$ cat src/hdl/hazardPkg.sv
`default_nettype none

package hazardPkg;

    // ======================================================================
    // word and field widths
    // ======================================================================

    // one fetched instruction. opcode in 15..11, rs in 10..8, rt in 7..5
    // and rd in 4..2.
    typedef logic [15:0] instrT;

    // index into the eight-entry register file.
    typedef logic [2:0] regIdxT;

    // data memory address. rsValue and the immediate share this width.
    typedef logic [15:0] addrT;

    // major opcode field of an instruction.
    typedef logic [4:0] opcodeT;

    // ======================================================================
    // pipeline depth and opcode map
    // ======================================================================

    // stages tracked behind IF, ordered ID, EX, MEM, WB.
    localparam int NUM_STAGES = 4;

    // the only two opcodes that touch data memory.
    localparam opcodeT OPC_LOAD = 5'b10000;
    localparam opcodeT OPC_STORE = 5'b10001;

    // class prefixes, matched against the upper opcode bits.
    localparam logic [1:0] PFX_ALU = 2'b00;
    localparam logic [2:0] PFX_ALU_IMM = 3'b010;
    localparam logic [2:0] PFX_BRANCH = 3'b011;

    // the remaining 10xxx opcodes are treated as no-ops here.
    localparam logic [1:0] PFX_MEM = 2'b10;
    localparam logic [2:0] PFX_SET = 3'b110;
    localparam logic [2:0] PFX_JUMP = 3'b111;

    // ======================================================================
    // decode classes
    // ======================================================================

    // ALU also covers immediate ALU and set-type, since all three write rd.
    typedef enum logic [2:0] {
        CLS_NONE,
        CLS_ALU,
        CLS_LOAD,
        CLS_STORE,
        CLS_BRANCH,
        CLS_JUMP
    } instrClassE;

endpackage

`default_nettype wire

$ cat src/hdl/hazardDetect.sv
`timescale 1ns/1ps
`default_nettype none

// Issue-side hazard detection for the five-stage pipeline. It decodes the
// offered instruction, checks it against the register and memory histories,
// and tells the front end whether to stall or to squash a slot.
module hazardDetect (
    input  wire                    clk,
    input  wire                    rstN,
    input  wire                    instrValid,
    input  wire hazardPkg::instrT  instr,
    input  wire hazardPkg::addrT   rsValue,
    input  wire hazardPkg::addrT   imm,
    output logic                   nop,
    output logic                   pcStall,
    output logic                   branchBubble
);

    hazardPkg::regIdxT rs;
    hazardPkg::regIdxT rt;
    hazardPkg::regIdxT rd;
    hazardPkg::addrT   memAddr;

    logic writesReg;
    logic isMem;
    logic isControl;
    logic regHazard;
    logic memHazard;
    logic hazard;
    logic issue;

    // ======================================================================
    // decode and hazard trackers
    // ======================================================================

    // the class itself is only needed inside the decoder.
    instrDecoder instrDecoder_inst (
        .instr      (instr),
        .rsValue    (rsValue),
        .imm        (imm),
        .rs         (rs),
        .rt         (rt),
        .rd         (rd),
        .instrClass (),
        .writesReg  (writesReg),
        .isMem      (isMem),
        .isControl  (isControl),
        .memAddr    (memAddr)
    );

    writeTracker writeTracker_inst (
        .clk       (clk),
        .rstN      (rstN),
        .issue     (issue),
        .writesReg (writesReg),
        .rd        (rd),
        .rs        (rs),
        .rt        (rt),
        .regHazard (regHazard)
    );

    memTracker memTracker_inst (
        .clk       (clk),
        .rstN      (rstN),
        .issue     (issue),
        .isMem     (isMem),
        .memAddr   (memAddr),
        .memHazard (memHazard)
    );

    // ======================================================================
    // stall and issue
    // ======================================================================

    // the fields of an empty slot are don't-care, so both hazards are gated.
    assign hazard  = instrValid & (regHazard | memHazard);
    assign nop     = hazard;
    assign pcStall = hazard;

    // issue feeds back into both histories on the next edge.
    assign issue        = instrValid & ~hazard;
    assign branchBubble = issue & isControl;

endmodule

`default_nettype wire

$ cat src/hdl/instrDecoder.sv
`timescale 1ns/1ps
`default_nettype none

// Decodes the instruction offered by the front end. Everything here is
// combinational, so the hazard compare sees the fields in the same cycle.
module instrDecoder (
    input  wire hazardPkg::instrT    instr,
    input  wire hazardPkg::addrT     rsValue,
    input  wire hazardPkg::addrT     imm,
    output hazardPkg::regIdxT        rs,
    output hazardPkg::regIdxT        rt,
    output hazardPkg::regIdxT        rd,
    output hazardPkg::instrClassE    instrClass,
    output logic                     writesReg,
    output logic                     isMem,
    output logic                     isControl,
    output hazardPkg::addrT          memAddr
);

    hazardPkg::opcodeT opcode;

    // ======================================================================
    // field extraction
    // ======================================================================

    assign opcode = instr[15:11];
    assign rs     = instr[10:8];
    assign rt     = instr[7:5];
    assign rd     = instr[4:2];

    // ======================================================================
    // opcode classification
    // ======================================================================

    // the exact load and store opcodes come first, so they win over the
    // wider 10xxx memory prefix that follows them.
    always_comb begin
        case (opcode) inside
            hazardPkg::OPC_LOAD: begin
                instrClass = hazardPkg::CLS_LOAD;
            end
            hazardPkg::OPC_STORE: begin
                instrClass = hazardPkg::CLS_STORE;
            end
            {hazardPkg::PFX_MEM, 3'b???}: begin
                instrClass = hazardPkg::CLS_NONE;
            end
            {hazardPkg::PFX_ALU, 3'b???}: begin
                instrClass = hazardPkg::CLS_ALU;
            end
            {hazardPkg::PFX_ALU_IMM, 2'b??}: begin
                instrClass = hazardPkg::CLS_ALU;
            end
            {hazardPkg::PFX_SET, 2'b??}: begin
                instrClass = hazardPkg::CLS_ALU;
            end
            {hazardPkg::PFX_BRANCH, 2'b??}: begin
                instrClass = hazardPkg::CLS_BRANCH;
            end
            {hazardPkg::PFX_JUMP, 2'b??}: begin
                instrClass = hazardPkg::CLS_JUMP;
            end
            default: begin
                instrClass = hazardPkg::CLS_NONE;
            end
        endcase
    end

    // ======================================================================
    // class flags and address
    // ======================================================================

    // only ALU-type results and loads come back to the register file.
    assign writesReg = (instrClass == hazardPkg::CLS_ALU) ||
                       (instrClass == hazardPkg::CLS_LOAD);

    assign isMem = (instrClass == hazardPkg::CLS_LOAD) ||
                   (instrClass == hazardPkg::CLS_STORE);

    // branches and jumps both redirect fetch, so the next slot gets squashed.
    assign isControl = (instrClass == hazardPkg::CLS_BRANCH) ||
                       (instrClass == hazardPkg::CLS_JUMP);

    // effective address wraps at 16 bits, the carry out is not kept.
    assign memAddr = rsValue + imm;

endmodule

`default_nettype wire

$ cat src/hdl/memTracker.sv
`timescale 1ns/1ps
`default_nettype none

// Keeps the effective address of every memory instruction in flight and
// stops a new memory access to the same address until the older one drains.
module memTracker (
    input  wire                   clk,
    input  wire                   rstN,
    input  wire                   issue,
    input  wire                   isMem,
    input  wire hazardPkg::addrT  memAddr,
    output logic                  memHazard
);

    // index 0 is ID, index NUM_STAGES-1 is WB.
    hazardPkg::addrT addrHist [hazardPkg::NUM_STAGES];
    logic            validHist [hazardPkg::NUM_STAGES];

    logic [hazardPkg::NUM_STAGES-1:0] addrMatch;

    // ======================================================================
    // history shift
    // ======================================================================

    // same shift discipline as the register history. Only an issued load or
    // store leaves a valid entry behind.
    always_ff @(posedge clk or negedge rstN) begin
        if (!rstN) begin
            for (int i = 0; i < hazardPkg::NUM_STAGES; i++) begin
                validHist[i] <= 1'b0;
            end
        end else begin
            validHist[0] <= issue & isMem;
            for (int i = 1; i < hazardPkg::NUM_STAGES; i++) begin
                validHist[i] <= validHist[i-1];
            end
        end
    end

    always_ff @(posedge clk) begin
        addrHist[0] <= memAddr;
        for (int i = 1; i < hazardPkg::NUM_STAGES; i++) begin
            addrHist[i] <= addrHist[i-1];
        end
    end

    // ======================================================================
    // address conflict compare
    // ======================================================================

    // one compare per stage, kept as a vector so the stage that matched is
    // easy to spot in a waveform.
    always_comb begin
        for (int i = 0; i < hazardPkg::NUM_STAGES; i++) begin
            addrMatch[i] = validHist[i] && (addrHist[i] == memAddr);
        end
    end

    // a non-memory instruction never conflicts, whatever its rsValue and
    // immediate happen to add up to.
    assign memHazard = isMem & (|addrMatch);

    // Loads are tracked as well as stores. That is stricter than needed for
    // two loads, but it keeps the rule symmetric.

endmodule

`default_nettype wire

$ cat src/hdl/writeTracker.sv
`timescale 1ns/1ps
`default_nettype none

// Keeps the destination register of every instruction still in flight
// behind IF and flags a read-after-write conflict for the offered one.
module writeTracker (
    input  wire                     clk,
    input  wire                     rstN,
    input  wire                     issue,
    input  wire                     writesReg,
    input  wire hazardPkg::regIdxT  rd,
    input  wire hazardPkg::regIdxT  rs,
    input  wire hazardPkg::regIdxT  rt,
    output logic                    regHazard
);

    // index 0 is ID, index NUM_STAGES-1 is WB.
    hazardPkg::regIdxT rdHist [hazardPkg::NUM_STAGES];
    logic              validHist [hazardPkg::NUM_STAGES];

    // ======================================================================
    // history shift
    // ======================================================================

    // a stalled or idle cycle loads an invalid entry, which is the bubble
    // that walks down the pipe in place of the held instruction.
    always_ff @(posedge clk or negedge rstN) begin
        if (!rstN) begin
            for (int i = 0; i < hazardPkg::NUM_STAGES; i++) begin
                validHist[i] <= 1'b0;
            end
        end else begin
            validHist[0] <= issue & writesReg;
            for (int i = 1; i < hazardPkg::NUM_STAGES; i++) begin
                validHist[i] <= validHist[i-1];
            end
        end
    end

    // the register index only matters while its valid bit is set.
    always_ff @(posedge clk) begin
        rdHist[0] <= rd;
        for (int i = 1; i < hazardPkg::NUM_STAGES; i++) begin
            rdHist[i] <= rdHist[i-1];
        end
    end

    // ======================================================================
    // read-after-write compare
    // ======================================================================

    // both source fields are checked for every class. A class that does not
    // read rt may stall needlessly, which costs cycles but never correctness.
    always_comb begin
        logic anyMatch;

        anyMatch = 1'b0;
        for (int i = 0; i < hazardPkg::NUM_STAGES; i++) begin
            if (validHist[i] && (rdHist[i] == rs)) begin
                anyMatch = 1'b1;
            end
            if (validHist[i] && (rdHist[i] == rt)) begin
                anyMatch = 1'b1;
            end
        end
        regHazard = anyMatch;
    end

    // WB still counts as a hazard. The register file is not written through,
    // so a read in the same cycle as the write would return the old value.

endmodule

`default_nettype wire

$ cat config.mk
export PLATFORM = sky130hd
export DESIGN_NAME = hazardDetect
export DESIGN_NICKNAME = d
export VERILOG_FILES = /design/src/hdl/hazardPkg.sv /design/src/hdl/hazardDetect.sv /design/src/hdl/instrDecoder.sv /design/src/hdl/memTracker.sv /design/src/hdl/writeTracker.sv
export SDC_FILE = /design/constraint.sdc
export NUM_CORES = 1
export LEC_CHECK = 0
export ABC_AREA = 1
export BUFFER_PORTS_ARGS = -buffer_cell sky130_fd_sc_hd__buf_4
export CAP_MARGIN = 20
export CORE_MARGIN = 2
export CORE_UTILIZATION = 63
export CTS_BUF_LIST = sky130_fd_sc_hd__clkbuf_8 sky130_fd_sc_hd__clkbuf_16
export DETAILED_ROUTE_END_ITERATION = 16
export PLACE_DENSITY = 0.82
export SYNTH_ARGS = -nofsm -noshare
export SYNTH_HDL_FRONTEND = slang
export SYNTH_SLANG_ARGS = --single-unit
export TNS_END_PERCENT = 5
$ cat constraint.sdc
create_clock -name clk -period 4.2 [get_ports clk]
set_input_delay 0.21 -clock clk [delete_from_list [all_inputs] [get_ports clk]]
set_output_delay 0.21 -clock clk [all_outputs]
set_load 0.05 [all_outputs]
==> impl_metrics.env, run 1 <==
export IMPL_viasPerCell=5.059
export IMPL_syn_instance_count=620
export IMPL_grt_usage_pct=26.09
export IMPL_min_period_over_period_pct=76.03
export IMPL_grt_pass1_wl_microns=15820
export IMPL_synth_area_per_cell_sq_um=7.108
export IMPL_start_kind="input pin"
export IMPL_yosys_top_cells_count="nand2_1, nand3_1, inv_1"
export IMPL_worstReg2RegStart="memTracker_inst.validHist[2]$_DFF_PN0_"
export IMPL_dr_pass1_iters=5
export IMPL_pre_cts_ws_ps=1087
export IMPL_ys_seq_area_share_pct=39.07
export IMPL_worstPathRequired_ps=3990
export IMPL_routedWlPerCell_microns=11.81
export IMPL_synthArstFlopShare_pct=9.524
export IMPL_synth_top_cell_by_area="dfxtp_1"
export IMPL_initial_core_util_pct=64.86
export IMPL_cp_startpoint="rsValue[0]"
export IMPL_htreeDepth=3
export IMPL_synth_net_count=687
export IMPL_chipWidth_microns=87.64
export IMPL_hpwl_microns=7325
export IMPL_die_y_microns=87.64
export IMPL_path_class="input pin to output port"
export IMPL_vias=3966
export IMPL_cts_tree="built"
export IMPL_first_global_vias=3752
export IMPL_cap_viol_max_count=0
export IMPL_fin_nets=750
export IMPL_ir_worst_vdd_uv=383.8
export IMPL_fin_skew_ps=7.446
export IMPL_antenna_found_initial=0
export IMPL_core_rowCount=30
export IMPL_grt_max_degree=16
export IMPL_drive_gt1_share_pct=14.39
export IMPL_rsz0062_at_grt="no"
export IMPL_whs_path_depth=2
export IMPL_clock_latency_ps=360
export IMPL_clkSinkCount=84
export IMPL_worst_pin_slew_ps=429.6
export IMPL_tns_ps=0
export IMPL_grt_ovfl_total=0
export IMPL_fin_ws_ps=1007
export IMPL_cts_made_buffers=9
export IMPL_ff2ff_path_depth=14
export IMPL_root_buffer="clkbuf_8"
export IMPL_wirelength_microns=9262
export IMPL_synth_ff_type="dfxtp_1"
export IMPL_syn_area_sq_um=4407
export IMPL_drv_slew=0
export IMPL_worst_hold_startpoint="imm[0]"
export IMPL_synth_seq_cells=84
export IMPL_crit_fanout=5
export IMPL_antenna_cells=0
export IMPL_clock_path_buffers=2
export IMPL_drt_initial_drc_count=182
export IMPL_p_per_area_nw_per_um2=410.5
export IMPL_worstPathArrival_ps=2980
export IMPL_fillers=551
export IMPL_synth_cell_type_count=33
export IMPL_p_leak_nw=2.756
export IMPL_yosysMostFrequentCell="nand2_1"
export IMPL_synth_area_leaders="dfxtp_1, nand2_1, nand3_1, inv_1, dfrtp_1"
export IMPL_timing_fmax_ghz=0.3132
export IMPL_core_sq_um=6794
export IMPL_gp_congestion=0.8630
export IMPL_io_pins=54
export IMPL_hold_path_class="input pin to flop"
export IMPL_hold_viol=0
export IMPL_ys_warn_count=0
export IMPL_drc_errors=0
export IMPL_relSlewSlack_pct=71.09
export IMPL_fin_crit_ps=3193
export IMPL_outcome="complete, no violations"
export IMPL_endpoint_kind="output port"
export IMPL_dieArea_sq_um=7680
export IMPL_portBuffers=51
export IMPL_cts_clk_slew_worst_paths_ps=80
export IMPL_detail_route_antenna_nets=0
export IMPL_synth_edf_count=0
export IMPL_synth_top_area_share_pct=34.53
export IMPL_area_growth_pct=16.30
export IMPL_ctsResizeCount=0
export IMPL_setup_viol=0
what timing repair did:
item,in CTS,in global routing
hold buffers,4,0
endpoints found under the hold margin,11,0
buffers inserted,0,0
metal layers:
metal | vias up | global-route usage (%) | wire length (microns)
li1 | 2083 | - | -
met3 | 13 | 6.032 | 404
met1 | 1795 | 31.56 | 4055
met2 | 75 | 45.80 | 4646
met5 | - | 0 | 0
met4 | 0 | 8.531 | 156
sequential cells by signal, indices dropped and copies added (netlist names):
register                     count
memTracker_inst.addrHist        64
memTracker_inst.validHist        4
writeTracker_inst.rdHist        12
writeTracker_inst.validHist      4
report_power, final:
group	internal, mW	total (mW)	switching (mW)
combinational	0.224	0.553	0.329
sequential	0.915	0.990	0.0753
clock	0.254	0.560	0.306
total	1.39	2.10	0.711
worst max-delay path, stage by stage:
cell and delay (ps):
buf_4 110, ha_1 250, fa_1 450, nand2_2 130
nand2_1 120, nand3_1 210, nand2_1 150, nand2_1 80
nand3_1 70, nor2_1 120, nand2_1 80, nor2_1 100
nand3_1 120, nor2_1 110, nand2_1 60, nand2_1 120
o21ai_2 70, a21boi_1 180, buf_4 230
per-stage QoR:
stage	instance area [sq um]	hold slack, ps	cells	utilization (%)	total power [mW]
global route	5125	111.8	784	75.43	2.241
detailed placement	4891	28.79	764	71.99	1.550
CTS	5125	95.87	784	75.43	2.107
finish	5125	99.99	784	75.43	2.104
floorplan	4407	-85.59	620	-	1.399
global placement	4891	27.29	764	71.99	1.523
logic make-up after synthesis:
group | count (synthesis) | synth area share, %
DFF | 84 | 39.07
AOI/OAI and AO/OA | 25 | 3.833
buffers and inverters | 92 | 8.007
and+or+nand+nor | 366 | 37.02
xor gates and xnor gates | 37 | 7.354
adders and majority gates | 16 | 4.713
area by class of cell:
class                   instances  area [sq um]  area share, %
clock inverters                 6         45.04         0.8789
flip-flops and latches         84          1722          33.59
clock buffers                  10         148.9          2.905
multi-input cells             444          2332          45.51
inverters                      89         334.1          6.519
well taps                      96         120.1          2.344
repair buffers                 55         422.9          8.252
placed cells by master, fill, tap and decap left out, types with 5 or more instances in the layout:
cell type / instances
clkbuf_8: 9
dfxtp_1: 76
buf_4: 51
nor2_1: 51
nand4_1: 5
dfrtp_1: 8
nand3_1: 88
xnor2_1: 18
inv_1: 88
ha_1: 15
nand2_1: 182
nand2_2: 18
a21oi_1: 9
nand3b_1: 8
xor2_1: 19
final timing paths:
| kind | end | slack [ps] |
|---|---|---|
| min reg2reg | memTracker_inst.addrHist[3][0]$_DFF_P_ | 360 |
| min in group asynchronous | memTracker_inst.validHist[3]$_DFF_PN0_ | 200 |
| max reg2reg | writeTracker_inst.validHist[3]$_DFF_PN0_ | 2360 |
| min | memTracker_inst.addrHist[0][0]$_DFF_P_ | 100 |
| max in group asynchronous | memTracker_inst.validHist[0]$_DFF_PN0_ | 3870 |
| max | nop | 1010 |
(Power assumes the default switching activity.)
==> run 2, diff against run 1 <==
Settings changed: CORE_UTILIZATION 63 to 58, PLACE_DENSITY 0.82 to 0.76.
Clock period 4.2 ns to 3.2 ns, I/O delays scaled along.
==> run 2 against run 1 <==
  * Global-route usage down 2.3 points
  * Register-to-register slack worse by 1000 ps
  * Combinational power up 33%
  * Non-clock buffer count unchanged
  * First-iteration DRC count up 12%
  * Cell area up 1.5%
  * Routed wire length up 1.2%
  * Clock-buffer cell count unchanged
  * Sequential share of layout area down 0.51 points
  * Critical endpoint is now branchBubble
  * Largest cell class unchanged
==> impl_metrics.env, run 2 (same netlist as run 1, synthesis figures left out) <==
export IMPL_grt_pass1_wl_microns=15970
export IMPL_detail_route_antenna_nets=0
export IMPL_worst_hold_startpoint="imm[0]"
export IMPL_grt_ovfl_total=0
export IMPL_p_switching_uw=952.6
export IMPL_dr_pass1_iters=5
export IMPL_dieArea_sq_um=8311
export IMPL_layoutNonFillerInstCount=787
export IMPL_antenna_cells=0
export IMPL_dp_cells=767
export IMPL_viasPerCell=4.987
export IMPL_cts_clk_slew_worst_paths_ps=90
export IMPL_chipWidth_microns=91.17
export IMPL_worst_pin_slew_ps=510.5
export IMPL_outcome="complete, no violations"
export IMPL_min_period_over_period_pct=91.61
export IMPL_core_sq_um=7292
export IMPL_fin_nets=750
export IMPL_cts_made_buffers=9
export IMPL_combinationalPowerShare_pct=25.6
export IMPL_post_cts_setup_buffer_count=0
export IMPL_multi_input_area_sq_um=2366
export IMPL_antenna_found_initial=0
export IMPL_r2r_slack_ps=1360
export IMPL_pre_cts_ws_ps=171.0
export IMPL_crit_top_cell="nand2_1"
export IMPL_wl_met2_microns=4519
export IMPL_fin_skew_ps=8.112
export IMPL_hold_ws_ps=50.94
export IMPL_power_internal_mw=1.921
export IMPL_ir_worst_vdd_uv=267.6
export IMPL_p_leak_nw=2.781
export IMPL_wirelength_microns=9377
export IMPL_path_class="input pin to output port"
export IMPL_regArea_sq_um=1722
export IMPL_io_pins=54
export IMPL_root_buffer="clkbuf_8"
export IMPL_timing_fmax_ghz=0.3411
export IMPL_drc_errors=0
export IMPL_reg_largest_list="memTracker_inst.addrHist: 64 flops, writeTracker_inst.rdHist: 12 flops"
export IMPL_vias=3925
export IMPL_whs_path_depth=2
export IMPL_drv_slew=0
export IMPL_fin_util_pct=71.36
export IMPL_clockPowerShare_pct=29.2
export IMPL_wl_met3_microns=486
export IMPL_relSlewSlack_pct=65.65
export IMPL_fillers=631
export IMPL_routed_top_layer="met4"
export IMPL_die_y_microns=91.17
export IMPL_mostFrequentLayoutCell="nand2_1"
export IMPL_grt_usage_pct=23.75
export IMPL_grt_max_degree=17
export IMPL_drt_initial_drc_count=204
export IMPL_m1WireLength_microns=4271
export IMPL_crit_fanout=5
export IMPL_cts_tree="built"
export IMPL_core_rowCount=31
export IMPL_initial_core_util_pct=60.43
export IMPL_drive_gt1_share_pct=15.84
export IMPL_endpoint_kind="output port"
export IMPL_gp_congestion=0.9220
export IMPL_hold_path_class="input pin to flop"
export IMPL_hold_viol=0
export IMPL_path_cells="buf_4 > ha_2 > fa_2 > nand2_2 > nand2_2 > nand3_2 > nand3_1 > nand2_2 > nand2_1 > nand2_1 > nor2_1 > nand2_1 > inv_1 > nand2_1 > nor2_1 > nand2_1 > nand2_1 > o21ai_2 > nand3_1 > nor2_2 > buf_6"
export IMPL_area_growth_pct=18.09
export IMPL_total_power_mw=2.873
export IMPL_p_per_area_nw_per_um2=552.2
export IMPL_htreeDepth=3
export IMPL_routedWlPerCell_microns=11.91
export IMPL_cpPeakStageDelay_ps=400
export IMPL_start_kind="input pin"
export IMPL_worstPathRequired_ps=3040
export IMPL_fin_crit_ps=2932
export IMPL_switching_share_pct=33.15
export IMPL_hold_path_end="memTracker_inst.addrHist[0][0]$_DFF_P_"
export IMPL_clock_latency_ps=360
export IMPL_cp_slowest_cell="fa_2"
export IMPL_first_global_vias=3672
export IMPL_ff2ff_path_depth=14
export IMPL_worstReg2RegStart="memTracker_inst.validHist[1]$_DFF_PN0_"
export IMPL_regMostFlops="memTracker_inst.addrHist"
export IMPL_clock_path_buffers=2
export IMPL_clkSinkCount=84
export IMPL_cp_startpoint="rsValue[0]"
export IMPL_largest_register_ffs=64
export IMPL_hpwl_microns=7089
export IMPL_worstPathArrival_ps=2770
export IMPL_seqPwrFrac_pct=45.2
export IMPL_setup_viol=0
export IMPL_fin_ws_ps=268.5
export IMPL_layout_common_cells="nand2_1, inv_1, nand3_1"
export IMPL_cap_viol_max_count=0
export IMPL_portBuffers=51
export IMPL_rr_endpoint="writeTracker_inst.validHist[3]$_DFF_PN0_"
## run 2: cell type report
class / count / share of cell area [%]
well taps: 99 / 2.380
clock buffers: 10 / 2.861
inverters: 89 / 6.420
flip-flops and latches: 84 / 33.08
multi-input cells: 444 / 45.47
clock inverters: 6 / 1.443
repair buffers: 55 / 8.343
## run 2: routing by layer
metal / global-route usage (%) / up-vias
met5: 0 / -
met4: 6.566 / 0
met3: 5.643 / 10
met2: 40.00 / 102
met1: 30.49 / 1736
li1: - / 2077
## run 2: per-stage QoR
step                      instance area (sq um)  setup TNS, ps
after floorplan                            4410              0
after global placement                     4898              0
after detailed placement                   4898              0
after CTS                                  5162              0
after global routing                       5204         -24.36
final                                      5204              0
## run 2: power by group through the flow
stage          sequential [mW]  combinational, mW  clock (mW)
6_report                  1.30              0.736       0.839
5_1_grt                   1.32              0.847       0.903
4_1_cts                   1.30              0.721       0.859
3_5_place_dp              1.32              0.711           0
3_3_place_gp              1.31              0.698           0
2_1_floorplan             1.29              0.543           0
## run 2: worst max-delay path: cells and delay by family
kind / cells / cell delay (ps)
simple gates: 15 / 1490
buf+inv: 3 / 340
compound gates: 1 / 170
fa+ha+maj: 2 / 610
## run 2: timing repair
item                                    in CTS  in global routing
endpoints found under the hold margin       11                  0
resized for setup                            0                 12
endpoints found under the setup margin       0                  3
hold buffers                                 4                  0
## run 2: how the worst max path moves through the flow
stage / end / cells past startpoint / slack (ps)
floorplan: pcStall / 17 / 230
global placement: branchBubble / 21 / 250
detailed placement: pcStall / 21 / 170
CTS: pcStall / 21 / 160
global route: branchBubble / 21 / -20
finish: branchBubble / 21 / 270
==> run 3, diff against run 2 <==
Settings changed: CORE_UTILIZATION 58 to 45, GPL_TIMING_DRIVEN from default to 0, PLACE_DENSITY 0.76 to 0.6.
==> run 3 against run 2 <==
  * Cell area is 0.99% higher
  * Non-clock buffer count is 2 higher
  * Power is 1.6% higher
  * Sequential power hardly changed
  * Worst setup slack worse by 16 ps
  * Largest cell class unchanged
==> impl_metrics.env, run 3 (same netlist as run 1, synthesis figures left out) <==
export IMPL_reg_largest_list="memTracker_inst.addrHist: 64 flops, writeTracker_inst.rdHist: 12 flops"
export IMPL_portBuffers=51
export IMPL_layoutNonFillerInstCount=823
export IMPL_worst_pin_slew_ps=493.2
export IMPL_regMostFlops="memTracker_inst.addrHist"
export IMPL_relSlewSlack_pct=66.81
export IMPL_min_period_over_period_pct=92.11
export IMPL_ir_worst_vdd_uv=365.3
export IMPL_first_global_vias=3811
export IMPL_design_area_sq_um=5255
export IMPL_dpl_instance_area_sq_um=4960
export IMPL_timing_fmax_ghz=0.3393
export IMPL_crit_fanout=5
export IMPL_total_power_mw=2.920
export IMPL_drt_initial_drc_count=147
export IMPL_hold_ws_ps=56.56
export IMPL_endpoint_kind="output port"
export IMPL_grt_pass1_wl_microns=16380
export IMPL_post_cts_setup_buffer_count=0
export IMPL_fin_nets=752
export IMPL_routedWlPerCell_microns=11.55
export IMPL_regArea_sq_um=1722
export IMPL_clock_path_buffers=2
export IMPL_dr_pass1_iters=5
export IMPL_p_per_area_nw_per_um2=555.7
export IMPL_layout_common_cells="nand2_1, nand3_1, inv_1"
export IMPL_cap_viol_max_count=0
export IMPL_largest_register_ffs=64
export IMPL_drv_slew=0
export IMPL_gp_congestion=0.8541
export IMPL_cts_clk_slew_worst_paths_ps=90
export IMPL_clkSinkCount=84
export IMPL_grt_max_degree=17
export IMPL_core_sq_um=9639
export IMPL_path_class="input pin to output port"
export IMPL_core_rowCount=36
export IMPL_wirelength_microns=9508
export IMPL_fin_skew_ps=13.82
export IMPL_antenna_found_initial=0
export IMPL_detail_route_antenna_nets=0
export IMPL_vias=3908
export IMPL_htreeDepth=3
export IMPL_drc_errors=0
export IMPL_hold_viol=0
export IMPL_p_leak_nw=2.795
export IMPL_dieArea_sq_um=10600
export IMPL_setup_viol=0
export IMPL_hpwl_microns=7727
export IMPL_hold_path_class="input pin to flop"
export IMPL_fin_crit_ps=2947
export IMPL_drive_gt1_share_pct=15.65
export IMPL_worstPathArrival_ps=2790
export IMPL_chipWidth_microns=103.0
export IMPL_fillers=989
export IMPL_io_pins=54
export IMPL_initial_core_util_pct=45.72
export IMPL_tns_ps=0
export IMPL_area_growth_pct=19.25
export IMPL_viasPerCell=4.748
export IMPL_dp_cells=804
export IMPL_start_kind="input pin"
export IMPL_antenna_cells=0
export IMPL_root_buffer="clkbuf_8"
export IMPL_cts_tree="built"
export IMPL_worstPathRequired_ps=3040
export IMPL_cts_made_buffers=9
export IMPL_rsz0062_at_grt="no"
export IMPL_grt_ovfl_total=0
export IMPL_outcome="complete, no violations"
export IMPL_grt_usage_pct=19.86
export IMPL_mostFrequentLayoutCell="nand2_1"
export IMPL_die_y_microns=103.0
export IMPL_clock_latency_ps=360
export IMPL_multi_input_area_sq_um=2356
-- run 3: critical path, cell delays in order --
cell and delay [ps]:
buf_4 110, ha_2 200, fa_2 630, xnor2_1 140, nand3_1 100, nor2_1 100
nand3_1 100, nor2_1 130, nand2_1 90, nor2_1 110, nand3_1 130, nor2_1 100
nand2_1 50, nand2_1 80, o21ai_2 70, a21boi_2 190, buf_4 140, buf_6 140
-- run 3: worst paths after layout --
check                      cells after the start                                    start  slack, ps                                       end
max                                           18                               rsValue[0]        250                                   pcStall
min                                            3                               instrValid         60    memTracker_inst.validHist[3]$_DFF_PN0_
max reg2reg                                   14   memTracker_inst.validHist[2]$_DFF_PN0_       1330  writeTracker_inst.validHist[3]$_DFF_PN0_
min reg2reg                                    0  memTracker_inst.addrHist[2][12]$_DFF_P_        360   memTracker_inst.addrHist[3][12]$_DFF_P_
max in group asynchronous                      2                                     rstN       2930  writeTracker_inst.validHist[0]$_DFF_PN0_
min in group asynchronous                      2                                     rstN        150  writeTracker_inst.validHist[3]$_DFF_PN0_
-- run 3: metrics by stage --
stage	utilization [%]	worst slack, ps
2_1_floorplan	-	227.8
3_3_place_gp	51.45	23.63
3_5_place_dp	51.45	17.45
4_1_cts	54.31	0.8453
5_1_grt	54.52	0.7574
6_report	54.52	252.5
-- run 3: metal layers --
metal | vias up | share of wire, % | global-route usage [%]
li1 | 2077 | - | -
met4 | 0 | 1.9 | 7.186
met5 | - | 0 | 0
met1 | 1753 | 47 | 24.71
met2 | 63 | 47 | 33.62
met3 | 15 | 4.5 | 4.610
-- run 3: final cells by class --
class                   instances  area share [%]
flip-flops and latches         84           32.76
repair buffers                 55           8.119
clock buffers                  10           2.619
clock inverters                 6           1.857
multi-input cells             444           44.83
inverters                      89           6.357
well taps                     133           3.167
plain buffers                   2          0.2857
-- run 3: what timing repair did --
item                                    4_1_cts  5_1_grt
endpoints found under the setup margin        0        3
hold buffers                                  4        0
endpoints found under the hold margin        11        0
gates resized for setup                       0        7
-- run 3: power breakdown --
group	switching, mW	leakage (nW)	internal [mW]
clock	0.415	0.120	0.475
combinational	0.436	1.93	0.300
sequential	0.0941	0.748	1.20
